**config.mk**
```make
export PLATFORM = sky130hd
export DESIGN_NAME = fetchDecodeTop
export DESIGN_NICKNAME = d
export VERILOG_FILES = /design/src/wiscPkg.sv /design/src/controlUnit.sv /design/src/branchPredictor.sv /design/src/fetchPcGen.sv /design/src/fetchDecodeTop.sv
export VERILOG_INCLUDE_DIRS = /design/src /design/src/include
export SDC_FILE = /design/constraint.sdc
export NUM_CORES = 1
export LEC_CHECK = 0
export BUFFER_PORTS_ARGS = -buffer_cell sky130_fd_sc_hd__buf_2
export CORE_MARGIN = 3
export CORE_UTILIZATION = 25
export CTS_BUF_LIST = sky130_fd_sc_hd__clkbuf_8 sky130_fd_sc_hd__clkbuf_16
export DETAILED_ROUTE_END_ITERATION = 6
export GPL_TIMING_DRIVEN = 0
export PLACE_DENSITY_LB_ADDON = 0.12
export REMOVE_ABC_BUFFERS = 1
export SYNTH_ARGS = -nofsm -noshare
export SYNTH_HDL_FRONTEND = slang
export SYNTH_SLANG_ARGS = --single-unit
export TNS_END_PERCENT = 1
```
**constraint.sdc**
```tcl
create_clock -name clk -period 2.14 [get_ports clk]
set_input_delay 0.428 -clock clk [delete_from_list [all_inputs] [get_ports clk]]
set_output_delay 0.428 -clock clk [all_outputs]
set_load 0.01 [all_outputs]
```
**src/include/wisc_consts.svh**
```systemverilog
`ifndef WISC_CONSTS_SVH
`define WISC_CONSTS_SVH

//////////////////////////////////////////////////
// Fetch address constants
//////////////////////////////////////////////////

// First fetch address out of reset
`define WISC_RESET_PC 16'h0000

// Instructions are one 16-bit word, so sequential fetch steps by 2 bytes
`define WISC_PC_STEP 16'd2

//////////////////////////////////////////////////
// Branch predictor table geometry
//////////////////////////////////////////////////

// Index comes from PC[3:1], byte bit 0 is always zero
`define WISC_BP_INDEX_BITS 3

// One history bit and one target entry per index
`define WISC_BP_ENTRIES (1 << `WISC_BP_INDEX_BITS)

`endif

```
**src/wiscPkg.sv**
```systemverilog
`default_nettype none

package wiscPkg;

    //////////////////////////////////////////////////
    // Instruction set
    //////////////////////////////////////////////////

    // Four-bit opcode field, top nibble of every instruction
    typedef enum logic [3:0] {
        ADD    = 4'h0,  // Arithmetic, sets Z N V
        SUB    = 4'h1,
        XOR    = 4'h2,  // Logic, sets Z only
        RED    = 4'h3,  // Reduction add, no flags
        SLL    = 4'h4,  // Shifts use the immediate
        SRA    = 4'h5,
        ROR    = 4'h6,
        PADDSB = 4'h7,  // Packed saturating add, no flags
        LW     = 4'h8,  // Memory ops
        SW     = 4'h9,
        LLB    = 4'hA,  // Byte loads into rd
        LHB    = 4'hB,
        B      = 4'hC,  // Conditional branch, immediate offset
        BR     = 4'hD,  // Conditional branch, register target
        PCS    = 4'hE,  // Writes PC plus 2 to rd
        HLT    = 4'hF   // Stops fetch
    } opcodeT;

    //////////////////////////////////////////////////
    // Addresses
    //////////////////////////////////////////////////

    // Byte address into instruction memory
    typedef logic [15:0] addrT;

endpackage

`default_nettype wire

```
**src/controlUnit.sv**
```systemverilog
`timescale 1ns/1ps
`default_nettype none

module controlUnit import wiscPkg::*; (
    input  opcodeT opcode,        // Opcode of the instruction in decode
    input  logic   actualTaken,   // Resolved branch direction
    input  logic   idPredTaken,   // Direction guessed when this instruction was fetched
    input  addrT   idPredTarget,  // Target guessed when this instruction was fetched
    input  addrT   actualTarget,  // Resolved branch target

    output logic   branch,        // B or BR in decode
    output logic   wenBtb,        // Target table write enable
    output logic   wenBht,        // History table write enable
    output logic   updatePc,      // Redirect fetch to actualTarget
    output logic   rollback,      // Redirect fetch to the fall-through path

    output opcodeT aluOp,         // ALU function select
    output logic   aluSrc,        // Immediate as second ALU operand
    output logic   regSrc,        // Read port 1 takes rd instead of rs
    output logic   zEn,           // Z flag update
    output logic   nvEn,          // N and V flag update
    output logic   memEnable,     // Data memory access
    output logic   memWrite,      // Data memory store
    output logic   regWrite,      // Register file write
    output logic   memToReg,      // Write back from memory
    output logic   hlt,           // Halt
    output logic   pcs            // Save PC into rd
);

    logic [3:0] op;               // Raw bits for the product terms
    logic       mispredicted;     // Guessed direction was wrong
    logic       targetMiscomp;    // Guessed target was wrong
    logic       branchTaken;      // Branch in decode actually goes

    assign op = opcode;

    //////////////////////////////////////////////////
    // Branch verdicts
    //////////////////////////////////////////////////

    assign branch        = op[3] & op[2] & ~op[1];          // 110x
    assign branchTaken   = branch & actualTaken;
    assign mispredicted  = idPredTaken != actualTaken;
    assign targetMiscomp = idPredTarget != actualTarget;

    // Refresh the target whenever a branch goes or the stored one is stale
    assign wenBtb   = branch & (actualTaken | targetMiscomp);
    assign wenBht   = branch & mispredicted;                // Learn only on a wrong guess
    assign updatePc = branchTaken & (mispredicted | targetMiscomp);

    // Predicted taken but fell through, so fetch resumes after the branch
    assign rollback = branch & idPredTaken & ~actualTaken;

    //////////////////////////////////////////////////
    // Execute stage lines
    //////////////////////////////////////////////////

    assign aluOp = opcode;                                  // ALU decodes the opcode itself

    // Shifts 4..6, memory ops 8..9, byte loads A..B
    assign aluSrc = (~op[3] & op[2] & ~op[1])
                  | (~op[3] & op[2] & op[1] & ~op[0])
                  | (op[3] & ~op[2]);

    assign regSrc = op[3] & ~op[2] & op[1];                 // 101x
    assign zEn    = ~op[3] & ~(op[1] & op[0]);              // Skips RED and PADDSB
    assign nvEn   = ~op[3] & ~op[2] & ~op[1];               // 000x

    //////////////////////////////////////////////////
    // Memory and write back lines
    //////////////////////////////////////////////////

    assign memEnable = op[3] & ~op[2] & ~op[1];             // 100x
    assign memWrite  = op[3] & ~op[2] & ~op[1] & op[0];
    assign memToReg  = op[3] & ~op[2] & ~op[1] & ~op[0];

    // All ALU ops, LW, LLB, LHB and PCS write a register
    assign regWrite = ~op[3]
                    | (op[3] & ~op[2] & ~op[0])              // LW, LLB
                    | (op[3] & ~op[2] & op[1])               // LLB, LHB
                    | (op[3] & op[2] & op[1] & ~op[0]);      // PCS

    assign hlt = &op;
    assign pcs = op[3] & op[2] & op[1] & ~op[0];

endmodule

`default_nettype wire

```
**src/branchPredictor.sv**
```systemverilog
`timescale 1ns/1ps
`default_nettype none

`include "wisc_consts.svh"

module branchPredictor import wiscPkg::*; (
    input  logic clk,
    input  logic rst,
    input  logic stall,            // Blocks table writes
    input  addrT fetchPc,          // Lookup address
    input  addrT idPc,             // Address of the resolving branch
    input  logic wenBtb,
    input  logic wenBht,
    input  logic actualTaken,      // New history bit
    input  addrT actualTarget,     // New target
    output logic fetchPredTaken,
    output addrT fetchPredTarget
);

    localparam int Entries = `WISC_BP_ENTRIES;

    // Tables
    logic bht       [Entries];     // One-bit direction history
    logic btbValid  [Entries];     // Target entry has been written
    addrT btbTarget [Entries];     // Stored targets

    logic [`WISC_BP_INDEX_BITS-1:0] fetchIdx;
    logic [`WISC_BP_INDEX_BITS-1:0] updIdx;
    logic                           writeOk;

    // Word aligned PCs, so the index skips bit 0
    assign fetchIdx = fetchPc[`WISC_BP_INDEX_BITS:1];
    assign updIdx   = idPc[`WISC_BP_INDEX_BITS:1];
    assign writeOk  = ~stall;

    //////////////////////////////////////////////////
    // Lookup, same cycle as fetch
    //////////////////////////////////////////////////

    // Taken only when a target is known for this slot
    assign fetchPredTaken  = bht[fetchIdx] & btbValid[fetchIdx];
    assign fetchPredTarget = btbTarget[fetchIdx];

    //////////////////////////////////////////////////
    // Update from decode
    //////////////////////////////////////////////////

    // Direction and valid bits
    always_ff @(posedge clk) begin
        if (rst) begin
            for (int i = 0; i < Entries; i++) begin
                bht[i]      <= 1'b0;
                btbValid[i] <= 1'b0;
            end
        end else if (writeOk) begin
            if (wenBht)
                bht[updIdx] <= actualTaken;
            if (wenBtb)
                btbValid[updIdx] <= 1'b1;
        end
    end

    // Target payload, guarded by btbValid
    always_ff @(posedge clk) begin
        if (writeOk && wenBtb)
            btbTarget[updIdx] <= actualTarget;
    end

endmodule

`default_nettype wire

```
**src/fetchPcGen.sv**
```systemverilog
`timescale 1ns/1ps
`default_nettype none

`include "wisc_consts.svh"

module fetchPcGen import wiscPkg::*; (
    input  logic clk,
    input  logic rst,
    input  logic stall,            // Hazard hold from outside
    input  logic hlt,              // HLT in decode
    input  logic updatePc,         // Taken branch redirect
    input  logic rollback,         // Not-taken recovery
    input  addrT actualTarget,
    input  logic fetchPredTaken,   // Predictor guess for fetchPc
    input  addrT fetchPredTarget,
    output addrT fetchPc,
    output addrT idPc,             // IF/ID copy of the fetch address
    output addrT idPredTarget,
    output logic idPredTaken,
    output logic flush             // Squash the instruction fetched this cycle
);

    addrT nextPc;
    logic advance;                 // Pipeline moves this edge

    assign advance = ~stall;
    assign flush   = updatePc | rollback;

    //////////////////////////////////////////////////
    // Next fetch address
    //////////////////////////////////////////////////

    always_comb begin
        if (stall || hlt)
            nextPc = fetchPc;                          // Hold
        else if (updatePc)
            nextPc = actualTarget;                     // Go to resolved target
        else if (rollback)
            nextPc = idPc + `WISC_PC_STEP;             // Fall through after branch
        else if (fetchPredTaken)
            nextPc = fetchPredTarget;                  // Follow the guess
        else
            nextPc = fetchPc + `WISC_PC_STEP;
    end

    always_ff @(posedge clk) begin
        if (rst)
            fetchPc <= `WISC_RESET_PC;
        else
            fetchPc <= nextPc;
    end

    //////////////////////////////////////////////////
    // IF/ID prediction latch
    //////////////////////////////////////////////////

    always_ff @(posedge clk) begin
        if (rst) begin
            idPc         <= `WISC_RESET_PC;
            idPredTaken  <= 1'b0;
            idPredTarget <= `WISC_RESET_PC;
        end else if (advance) begin
            idPc         <= fetchPc;
            idPredTaken  <= fetchPredTaken & ~flush;   // Squashed slot carries no guess
            idPredTarget <= fetchPredTarget;
        end
    end

endmodule

`default_nettype wire

```
**src/fetchDecodeTop.sv**
```systemverilog
`timescale 1ns/1ps
`default_nettype none

module fetchDecodeTop import wiscPkg::*; (
    input  logic   clk,
    input  logic   rst,
    input  logic   stall,
    input  opcodeT opcode,         // Decode stage opcode
    input  logic   actualTaken,
    input  addrT   actualTarget,
    output addrT   fetchPc,        // Instruction memory address
    output logic   flush,
    output opcodeT aluOp,
    output logic   aluSrc,
    output logic   regSrc,
    output logic   zEn,
    output logic   nvEn,
    output logic   memEnable,
    output logic   memWrite,
    output logic   regWrite,
    output logic   memToReg,
    output logic   hlt,
    output logic   pcs,
    output logic   branch
);

    // Decoder to predictor and fetch
    logic wenBtb;
    logic wenBht;
    logic updatePc;
    logic rollback;

    // Predictor guess at fetch
    logic fetchPredTaken;
    addrT fetchPredTarget;

    // IF/ID copies
    addrT idPc;
    addrT idPredTarget;
    logic idPredTaken;

    //////////////////////////////////////////////////
    // Decode
    //////////////////////////////////////////////////

    controlUnit uCtrl (
        .opcode(opcode), .actualTaken(actualTaken), .idPredTaken(idPredTaken),
        .idPredTarget(idPredTarget), .actualTarget(actualTarget),
        .branch(branch), .wenBtb(wenBtb), .wenBht(wenBht),
        .updatePc(updatePc), .rollback(rollback),
        .aluOp(aluOp), .aluSrc(aluSrc), .regSrc(regSrc), .zEn(zEn), .nvEn(nvEn),
        .memEnable(memEnable), .memWrite(memWrite), .regWrite(regWrite),
        .memToReg(memToReg), .hlt(hlt), .pcs(pcs)
    );

    //////////////////////////////////////////////////
    // Prediction and fetch
    //////////////////////////////////////////////////

    branchPredictor uBp (
        .clk(clk), .rst(rst), .stall(stall), .fetchPc(fetchPc), .idPc(idPc),
        .wenBtb(wenBtb), .wenBht(wenBht), .actualTaken(actualTaken),
        .actualTarget(actualTarget), .fetchPredTaken(fetchPredTaken),
        .fetchPredTarget(fetchPredTarget)
    );

    fetchPcGen uPc (
        .clk(clk), .rst(rst), .stall(stall), .hlt(hlt), .updatePc(updatePc),
        .rollback(rollback), .actualTarget(actualTarget),
        .fetchPredTaken(fetchPredTaken), .fetchPredTarget(fetchPredTarget),
        .fetchPc(fetchPc), .idPc(idPc), .idPredTarget(idPredTarget),
        .idPredTaken(idPredTaken), .flush(flush)
    );

endmodule

`default_nettype wire

```
==> metrics.yaml, run 1 <==
status: "complete, but fails checks"
violations: "setup timing"
drtPass1Iterations: 5
start_kind: "flop"
path_cells: "xnor2_1 -> nand4_1 -> nor4_4 -> a21o_4 -> nand2_4 -> buf_6"
antenna_cells: 0
nets: 772
setup-tns-final_ps: -5201
portBuffers: 55
hold-path-endpoint: "uBp.btbTarget[4][9]$_DFFE_PP_"
fmaxAchievable_mhz: 413.8
grt_pass1_wl_microns: 38030
clkLatencyLatePin_ps: 440
synth_largest_area_cell: "edfxtp_1"
dp_hpwl_microns: 16620
grt-ovfl-total: 0
vias_per_cell: 4.838
finClkSkew_ps: 15.67
dieArea_sq_um: 37420
synth_enable_flop_cells: 136
crit_type: "reg -> out"
synth.area.top_cells: "edfxtp_1, dfxtp_1, mux4_2, nor2_1, mux2i_1"
slew_headroom_pct: 43.50
synth_top_area_share_pct: 46.50
fin_crit_ps: 2416
yosysMostFrequentCell: "edfxtp_1"
postRouteAntennaNets: 0
drv_cap: 0
cts_max_level: 4
drt_iter0_drc: 421
drt-total-wl_microns: 25580
leakagePower_nw: 3.497
crit_required_ps: 1710
grt_usage_pct: 13.35
hold_path.class: "in -> reg"
worst_pin_slew_ps: 847.5
grt_start_max_net_pins: 73
ys_seq_area_share_pct: 60.17
synth_ff_type: "edfxtp_1"
synth_cell_type_count: 53
rsz0062_at_grt: "true"
cp_max_fo: 2
cts_hold_buffers: 0
rows: 68
cts_tree: "yes"
grt_pass1_vias: 5848
ff2ff_path_depth: 7
synthCells: 695
clockBufferDepth: 2
total_power_w: 0.009540
synth_area_per_cell_sq_um: 12.64
min_delay_path_depth: 1
root_buffer: "clkbuf_16"
min_from: "actualTarget[9]"
vias: 5873
drc_errors: 0
synth_seq_cells: 196
core_sq_um: 34630
antenna_found_initial: 0
cts_buffers: 17
initial_core_util_pct: 25.36
synth.cell_area_sq_um: 8783
drv_slew: 0
layout_setup_ws_ps: -276.5
chipWidth_microns: 193.4
power_density_nw_per_um2: 892.0
setup_viol: 78
fin_crit_sh_pct: 112.9
ys_warn_count: 0
die_y_microns: 193.4
wire_per_inst_microns: 21.07
r2r-start: "uPc.idPredTarget[2]$_SDFFE_PP0N_"
preCtsSetupSlack_ps: -1326
clkSlewWorstSetupHoldPaths_ps: 80
rr_endpoint: "uPc.idPredTaken$_SDFFE_PP0N_"
hold_viol: 0
clock-sinks: 196
synth_common_cells: "edfxtp_1, nor2_1, dfxtp_1"
cp-end-kind: "output port"
whs_ps: 318.0
max_stage_delay_ps: 430
vdd_drop_max_mv: 0.4157
globalplace.congestion: 0.8135
slowest_stage: "nor4_4"
ff2ff_setup_slack_ps: -190
synthArstFlopShare_pct: 0
syn2layout_area_growth_pct: 21.75
arrival_ps: 1990
pin_count: 56
drive_above_1_share_pct: 25.56
how the worst max path moves through the flow:
stage	from	end	slack (ps)	depth (start not counted)
6_report	uPc.idPredTarget[2]$_SDFFE_PP0N_	flush	-280	6
5_1_grt	uPc.idPredTarget[8]$_SDFFE_PP0N_	flush	-360	6
4_1_cts	uPc.idPredTarget[8]$_SDFFE_PP0N_	flush	-340	6
3_5_place_dp	stall	uBp.btbTarget[0][11]$_DFFE_PP_	-1330	4
3_3_place_gp	flop	uPc.fetchPc[0]$_SDFFE_PP0P_	-2410	5
2_1_floorplan	flop	uPc.fetchPc[0]$_SDFFE_PP0P_	-910	6
power by group:
part / internal, W / switching [W] / leakage [nW]
clock network: 0.00167 / 0.00160 / 0.298
logic: 0.000860 / 0.000989 / 1.47
registers: 0.00418 / 0.000231 / 1.73
total: 0.00672 / 0.00282 / 3.50
worst max-delay path, delay by kind of cell (launching register included):
kind,cells,cell delay (ps)
DFF,1,320
buffers and inverters,1,130
xor gates and xnor gates,1,160
AOI/OAI and AO/OA,1,210
and+or+nand+nor,3,720
what timing repair did:
item | in CTS | in global routing
setup buffers | 9 | 5
pin swaps | 7 | 12
gates cloned | 0 | 1
setup endpoints to repair | 173 | 171
gates resized for setup | 29 | 31
per-stage QoR:
step	cells	utilization (%)	cell area (sq um)
after floorplan	648	-	8558
after global placement	1158	27.15	9403
after detailed placement	1167	27.84	9641
after CTS	1208	30.23	10470
after global routing	1214	30.88	10690
final	1214	30.88	10690
layout by cell type, fill, tap and decap left out, drive strengths merged, types with 3 or more instances in the layout:
| cell type | count |
|---|---|
| edfxtp | 136 |
| nor2 | 102 |
| buf | 77 |
| dfxtp | 60 |
| xnor2 | 35 |
| a21oi | 33 |
| mux4 | 32 |
| mux2i | 32 |
| nand2 | 30 |
| nand3 | 29 |
| clkbuf | 18 |
| nor3 | 17 |
| inv | 16 |
| nand2b | 13 |
| o21ai | 12 |
| a21o | 10 |
| nand4 | 9 |
| o32ai | 8 |
| a31oi | 8 |
| clkinv | 8 |
| and3 | 7 |
| a311oi | 7 |
| xor2 | 7 |
| nor4 | 6 |
| nand3b | 4 |
| nand4b | 4 |
| o221ai | 4 |
| and2 | 4 |
| a211oi | 4 |
| or2 | 3 |
layer usage:
layer  routed length, microns  global-route usage (%)  share of wire (%)  vias to the layer above
met3                     1057                   2.577                4.1                       14
met5                        0                       0                  0                        -
met2                    12340                   22.15                 48                      145
met4                      237                   2.411               0.93                        0
met1                    11940                   18.46                 47                     3007
li1                         -                       -                  -                     2707
sequential cells by signal (all words and copies together), names as in the netlist, named ones only:
| signal | flops |
|---|---|
| uPc.fetchPc | 16 |
| uBp.btbTarget | 128 |
| uPc.idPc | 16 |
| uBp.bht | 8 |
| uPc.idPredTaken | 1 |
| uPc.idPredTarget | 16 |
| uBp.btbValid | 8 |
cells by family after synthesis:
group	count (synthesis)	share of synthesized area, %
AND/OR/NAND/NOR	234	12.72
flip-flops	196	60.17
AO/OA/AOI/OAI	99	7.678
multiplexers	64	11.85
buffers and inverters	57	2.991
XOR/XNOR	42	4.188
adder cells (fa/ha/maj)	3	0.3988
layout make-up:
cell class / count / area (sq um)
well taps: 455 / 569.3
clock inverters: 15 / 178.9
multi-input cells: 443 / 3515
clock buffers: 17 / 425.4
flip-flops and latches: 196 / 5303
fillers: 3459 / 23930
repair buffers: 78 / 665.6
inverters: 10 / 37.54
(Power assumes the default switching activity.)
==> run 2: changes to the inputs <==
PLACE_DENSITY = 0.43   (was default)
PLACE_DENSITY_LB_ADDON = default   (was 0.12)
SYNTH_HIERARCHICAL = 1   (was default)
==> run 2 against run 1 <==
  * The run still ends with setup timing left
  * Die area shrank 0.36%
  * Register-to-register slack worse by 130 ps
  * Maximum frequency shrank 5.2%
  * Synthesized cell count down 5.6%
  * Via count decreased by 5.5%
  * First-iteration DRC count is 3.1% lower
  * Clock skew shrank 1.8 ps
  * Non-clock buffer count is 9 higher
==> metrics.yaml, run 2 <==
status: "complete, but fails checks"
violations: "setup timing"
portBuffers: 55
crit_type: "reg -> out"
hold_path.class: "in -> reg"
fin_crit_ps: 2550
vias: 5550
drv_cap: 0
layout_setup_ws_ps: -409.6
fin_cells: 1178
path_cells: "xnor2_2 -> nand4_1 -> nor4_4 -> a211oi_4 -> nor2_2 -> inv_2 -> buf_6"
power_density_nw_per_um2: 789.3
synth_enable_flop_cells: 136
synth_largest_area_cell: "edfxtp_1"
synth_common_cells: "edfxtp_1, nor2_1, dfxtp_1"
antenna_found_initial: 0
cts_max_level: 4
synthArstFlopShare_pct: 0
finClkSkew_ps: 13.82
layout_common_cells: "edfxtp_1, nor2_1, buf_2"
synthCells: 656
drv_slew: 0
grt-ovfl-total: 0
grt_start_max_net_pins: 69
fmaxAchievable_mhz: 392.2
max_stage_delay_ps: 470
cts_tree: "yes"
pin_count: 56
die_y_microns: 193.1
wl_met1_microns: 11410
core_sq_um: 34040
regMostFlops: "uBp/btbTarget"
dp_hpwl_microns: 15360
setup_viol: 152
drtPass1Iterations: 4
clock-sinks: 193
path_buf_inv: 2
met2_length_microns: 11970
start_kind: "flop"
chipWidth_microns: 193.1
min_from: "actualTarget[0]"
arrival_ps: 2120
grt_pass1_vias: 5562
clockBufferDepth: 2
synth.cell_area_sq_um: 8751
syn2layout_area_growth_pct: 21.33
clkSlewWorstSetupHoldPaths_ps: 70
drc_errors: 0
slew_headroom_pct: 40.29
final_util_pct: 31.20
numPlacedInstances: 1127
drt-total-wl_microns: 24800
cts_buffers: 17
leakagePower_nw: 3.582
synth_seq_cells: 193
cp_max_fo: 2
vdd_drop_max_mv: 0.5526
hold_viol: 0
fin_crit_sh_pct: 119.1
wire_per_inst_microns: 21.06
synth_ff_type: "edfxtp_1"
nets: 743
slowest_stage: "nor4_4"
worst_pin_slew_ps: 894.6
path_delay_family: "simple AND/OR/NAND/NOR gates"
rsz0062_at_grt: "true"
dieArea_sq_um: 37280
crit_required_ps: 1710
synth_cell_type_count: 67
met3WireLength_microns: 984
final_common_cell: "edfxtp_1"
antenna_cells: 0
clkLatencyLatePin_ps: 430
grt_pass1_wl_microns: 36930
startpoint: "uPc/idPredTarget[1]$_SDFFE_PP0N_"
synth_area_per_cell_sq_um: 13.34
drt_iter0_drc: 408
grt_usage_pct: 13.50
vias_per_cell: 4.711
synth_top_area_share_pct: 46.67
cp-end-kind: "output port"
globalplace.congestion: 0.7524
yosysMostFrequentCell: "edfxtp_1"
root_buffer: "clkbuf_16"
largest_register_ffs: 128
ys_seq_area_share_pct: 59.71
synth.area.top_cells: "edfxtp_1, dfxtp_1, mux4_2, mux2i_1, nor2_1"
top_layer: "met4"
ys_warn_count: 6
postRouteAntennaNets: 0
initial_core_util_pct: 25.71
r2r-start: "uPc/idPredTarget[1]$_SDFFE_PP0N_"
drive_above_1_share_pct: 30.68
rows: 67
## run 2: final cells by class
class / count / area [sq um]
Clock buffer: 17 / 425.4
Fill cell: 3454 / 23420
Sequential cell: 193 / 5246
Tap cell: 448 / 560.5
Timing Repair Buffer: 87 / 701.9
Clock inverter: 15 / 150.1
Multi-Input combinational cell: 405 / 3478
Inverter: 13 / 55.05
## run 2: cells by family (layout without fill, tap and decap cells)
family / Yosys count / after routing / share of synthesized area [%]
flops: 193 / 193 / 59.71
buf+inv: 58 / 132 / 3.303
compound gates: 86 / 86 / 7.035
mux: 85 / 85 / 14.74
simple gates: 192 / 192 / 10.91
xor+xnor: 39 / 39 / 3.903
fa+ha+maj: 3 / 3 / 0.4003
## run 2: worst reg2reg max path: stages (launching register included)
cell and delay [ps]:
dfxtp_2 340, xnor2_2 150, nand4_1 180, nor4_4 100, a21oi_1 220, nand3b_1 330, nor2_4 760
## run 2: layer usage
layer / track usage, % / up-vias
met2: 21.70 / 106
li1: - / 2608
met5: 0 / -
met1: 18.74 / 2812
met3: 2.170 / 24
met4: 4.284 / 0
## run 2: final timing paths
path                                                      end  slack (ps)  cells past startpoint
worst max-delay path                                    flush        -410                      7
worst min-delay path            uBp/btbTarget[4][0]$_DFFE_PP_         320                      1
worst max register to register  uBp/btbTarget[6][4]$_DFFE_PP_        -320                      6
worst min register to register        uBp/btbValid[4]$_DFF_P_         470                      2
## run 2: what timing repair did
item,CTS,global route
resized for setup,49,12
pin swaps,16,12
setup endpoints to repair,171,154
hold buffers,0,0
buffers inserted,17,2
## run 2: where the power goes
| part | internal, W | leakage [nW] | switching [W] |
|---|---|---|---|
| Clock | 0.00165 | 0.271 | 0.00152 |
| Sequential | 0.00407 | 1.70 | 0.000125 |
| Combinational | 0.000476 | 1.61 | 0.000546 |
## run 2: stage by stage
stage	power (W)	setup WS, ps	TNS (ps)	cell area [sq um]	hold WS, ps
detailed placement	0.005167	-1433	-110440	9607	464.6
global placement	0.005158	-6131	-388270	9346	458.1
CTS	0.008486	-419.6	-20120	10560	298.3
finish	0.008381	-409.6	-25880	10620	317.0
floorplan	0.004780	-2504	-79300	8511	431.7
global route	0.008741	-492.7	-38710	10620	320.8
==> run 3: changes to the inputs <==
CORE_ASPECT_RATIO = 0.5   (was default)
==> run 3 against run 2 <==
  * Design area up 0.66%
  * First-iteration DRC count is 26% higher
  * Clock-buffer cell count unchanged
  * The flow still finishes with violations (setup timing)
  * Flip-flop and latch count unchanged
  * Clock power increased by 5%
==> metrics.yaml, run 3 (same netlist as run 2, synthesis figures left out) <==
multiInputGateArea_sq_um: 3411
vias_per_cell: 4.728
finClkSkew_ps: 8.402
violations: "setup timing"
whs_ps: 306.1
register_area_sq_um: 5244
core_sq_um: 33750
regMostFlops: "uBp/btbTarget"
cts_buffers: 17
drive_above_1_share_pct: 29.33
pin_count: 56
cts_hold_buffers: 0
clock-sinks: 193
nets: 746
layout_setup_ws_ps: -416.5
start_kind: "flop"
drt-total-wl_microns: 24600
root_buffer: "clkbuf_16"
largest_register_ffs: 128
vias: 5664
clkSlewWorstSetupHoldPaths_ps: 70
drc_errors: 0
chipWidth_microns: 270.6
dp_hpwl_microns: 15150
grt_usage_pct: 13.23
drt_iter0_drc: 514
grt_start_max_net_pins: 69
initial_core_util_pct: 25.92
wire_per_inst_microns: 20.53
slew_headroom_pct: 17.40
leakagePower_nw: 3.611
clkLatencyLatePin_ps: 440
num-fill-cells: 3382
clockBufferDepth: 2
cts_tree: "yes"
hold_path.class: "in -> reg"
hold_viol: 0
drv_cap: 0
vdd_drop_max_mv: 0.5510
status: "complete, but fails checks"
grt_pass1_vias: 5712
globalplace.congestion: 0.7763
drv_slew: 0
portBuffers: 55
crit_type: "reg -> out"
power_density_nw_per_um2: 800.5
worst_pin_slew_ps: 1239
rsz0062_at_grt: "true"
total_power_w: 0.008556
fin_crit_sh_pct: 119.5
syn2layout_area_growth_pct: 22.13
fin_crit_ps: 2557
antenna_found_initial: 0
arrival_ps: 2130
setup_viol: 149
rows: 47
cp-end-kind: "output port"
final_common_cell: "edfxtp_1"
die_y_microns: 138.3
crit_required_ps: 1710
fmaxAchievable_mhz: 391.2
antenna_cells: 0
cp_max_fo: 2
cts_max_level: 4
drtPass1Iterations: 5
postRouteAntennaNets: 0
grt-ovfl-total: 0
dieArea_sq_um: 37420
grt_pass1_wl_microns: 37000
ff2ff_setup_slack_ps: -280
layout_common_cells: "edfxtp_1, nor2_1, buf_2"
==> run 3: cell types whose count changed in the layout (fill, tap and decap cells not counted), moves of 2 or more <==
cell and change:
o21ai_0 -4, dfxtp_2 -2, xnor2_2 -5, buf_4 -2, inv_1 +4, buf_12 +3, inv_8 -5, o21ai_1 +5
xnor2_1 +5, clkinvlp_4 -3, dfxtp_1 +2, bufinv_16 +3
==> run 3: final timing paths <==
kind | startpoint | end | depth (start not counted)
setup reg to reg | uPc/idPredTarget[11]$_SDFFE_PP0N_ | uPc/fetchPc[9]$_SDFFE_PP0P_ | 11
setup / recovery | uPc/idPredTarget[11]$_SDFFE_PP0N_ | flush | 7
hold / removal | actualTarget[15] | uBp/btbTarget[4][15]$_DFFE_PP_ | 1
hold reg to reg | uBp/btbValid[4]$_DFF_P_ | uBp/btbValid[4]$_DFF_P_ | 2
==> run 3: what timing repair did <==
item | CTS | global route
endpoints found under the setup margin | 170 | 153
gates cloned | 1 | 0
setup buffers | 18 | 2
gates resized for setup | 53 | 12
pin swaps | 20 | 15
==> run 3: power by group <==
part,total [W],internal [W],switching [W],leakage [nW]
logic,0.00106,0.000499,0.000562,1.60
clock network,0.00332,0.00193,0.00139,0.305
registers,0.00418,0.00407,0.000110,1.70
==> run 3: layout make-up <==
class / instances / share of cell area [%]
timing repair buffer: 90 / 7.340
multi-input combinational: 405 / 31.91
inverter: 13 / 0.6088
clock inverter: 15 / 1.651
clock buffer: 17 / 3.980
tap: 465 / 5.444
sequential: 193 / 49.06
==> run 3: per-stage QoR <==
step / utilization, % / instance area, sq um / worst slack, ps / TNS [ps] / std cells
2_1_floorplan: - / 8511 / -2504 / -79300 / 611
3_3_place_gp: 27.75 / 9368 / -6139 / -382860 / 1131
3_5_place_dp: 28.49 / 9615 / -1734 / -108310 / 1145
4_1_cts: 31.46 / 10620 / -463.1 / -21840 / 1196
5_1_grt: 31.66 / 10690 / -470.7 / -33860 / 1198
6_report: 31.66 / 10690 / -416.5 / -21920 / 1198
==> run 3: worst max-delay path: stages (launching register included) <==
cell and delay (ps):
dfxtp_2 340, xnor2_2 210, nand4_1 240, nor4_4 430
a211oi_4 140, nor2_2 140, inv_2 70, buf_6 120
==> run 3: per-layer routing <==
layer | vias up | part of all wire, % | global-route usage, % | routed length, microns
met5 | - | 0 | 0 | 0
met4 | 0 | 2.0 | 4.392 | 492
met3 | 22 | 3.9 | 2.961 | 963
met2 | 122 | 49 | 21.90 | 11940
met1 | 2904 | 46 | 17.23 | 11210
li1 | 2616 | - | - | -
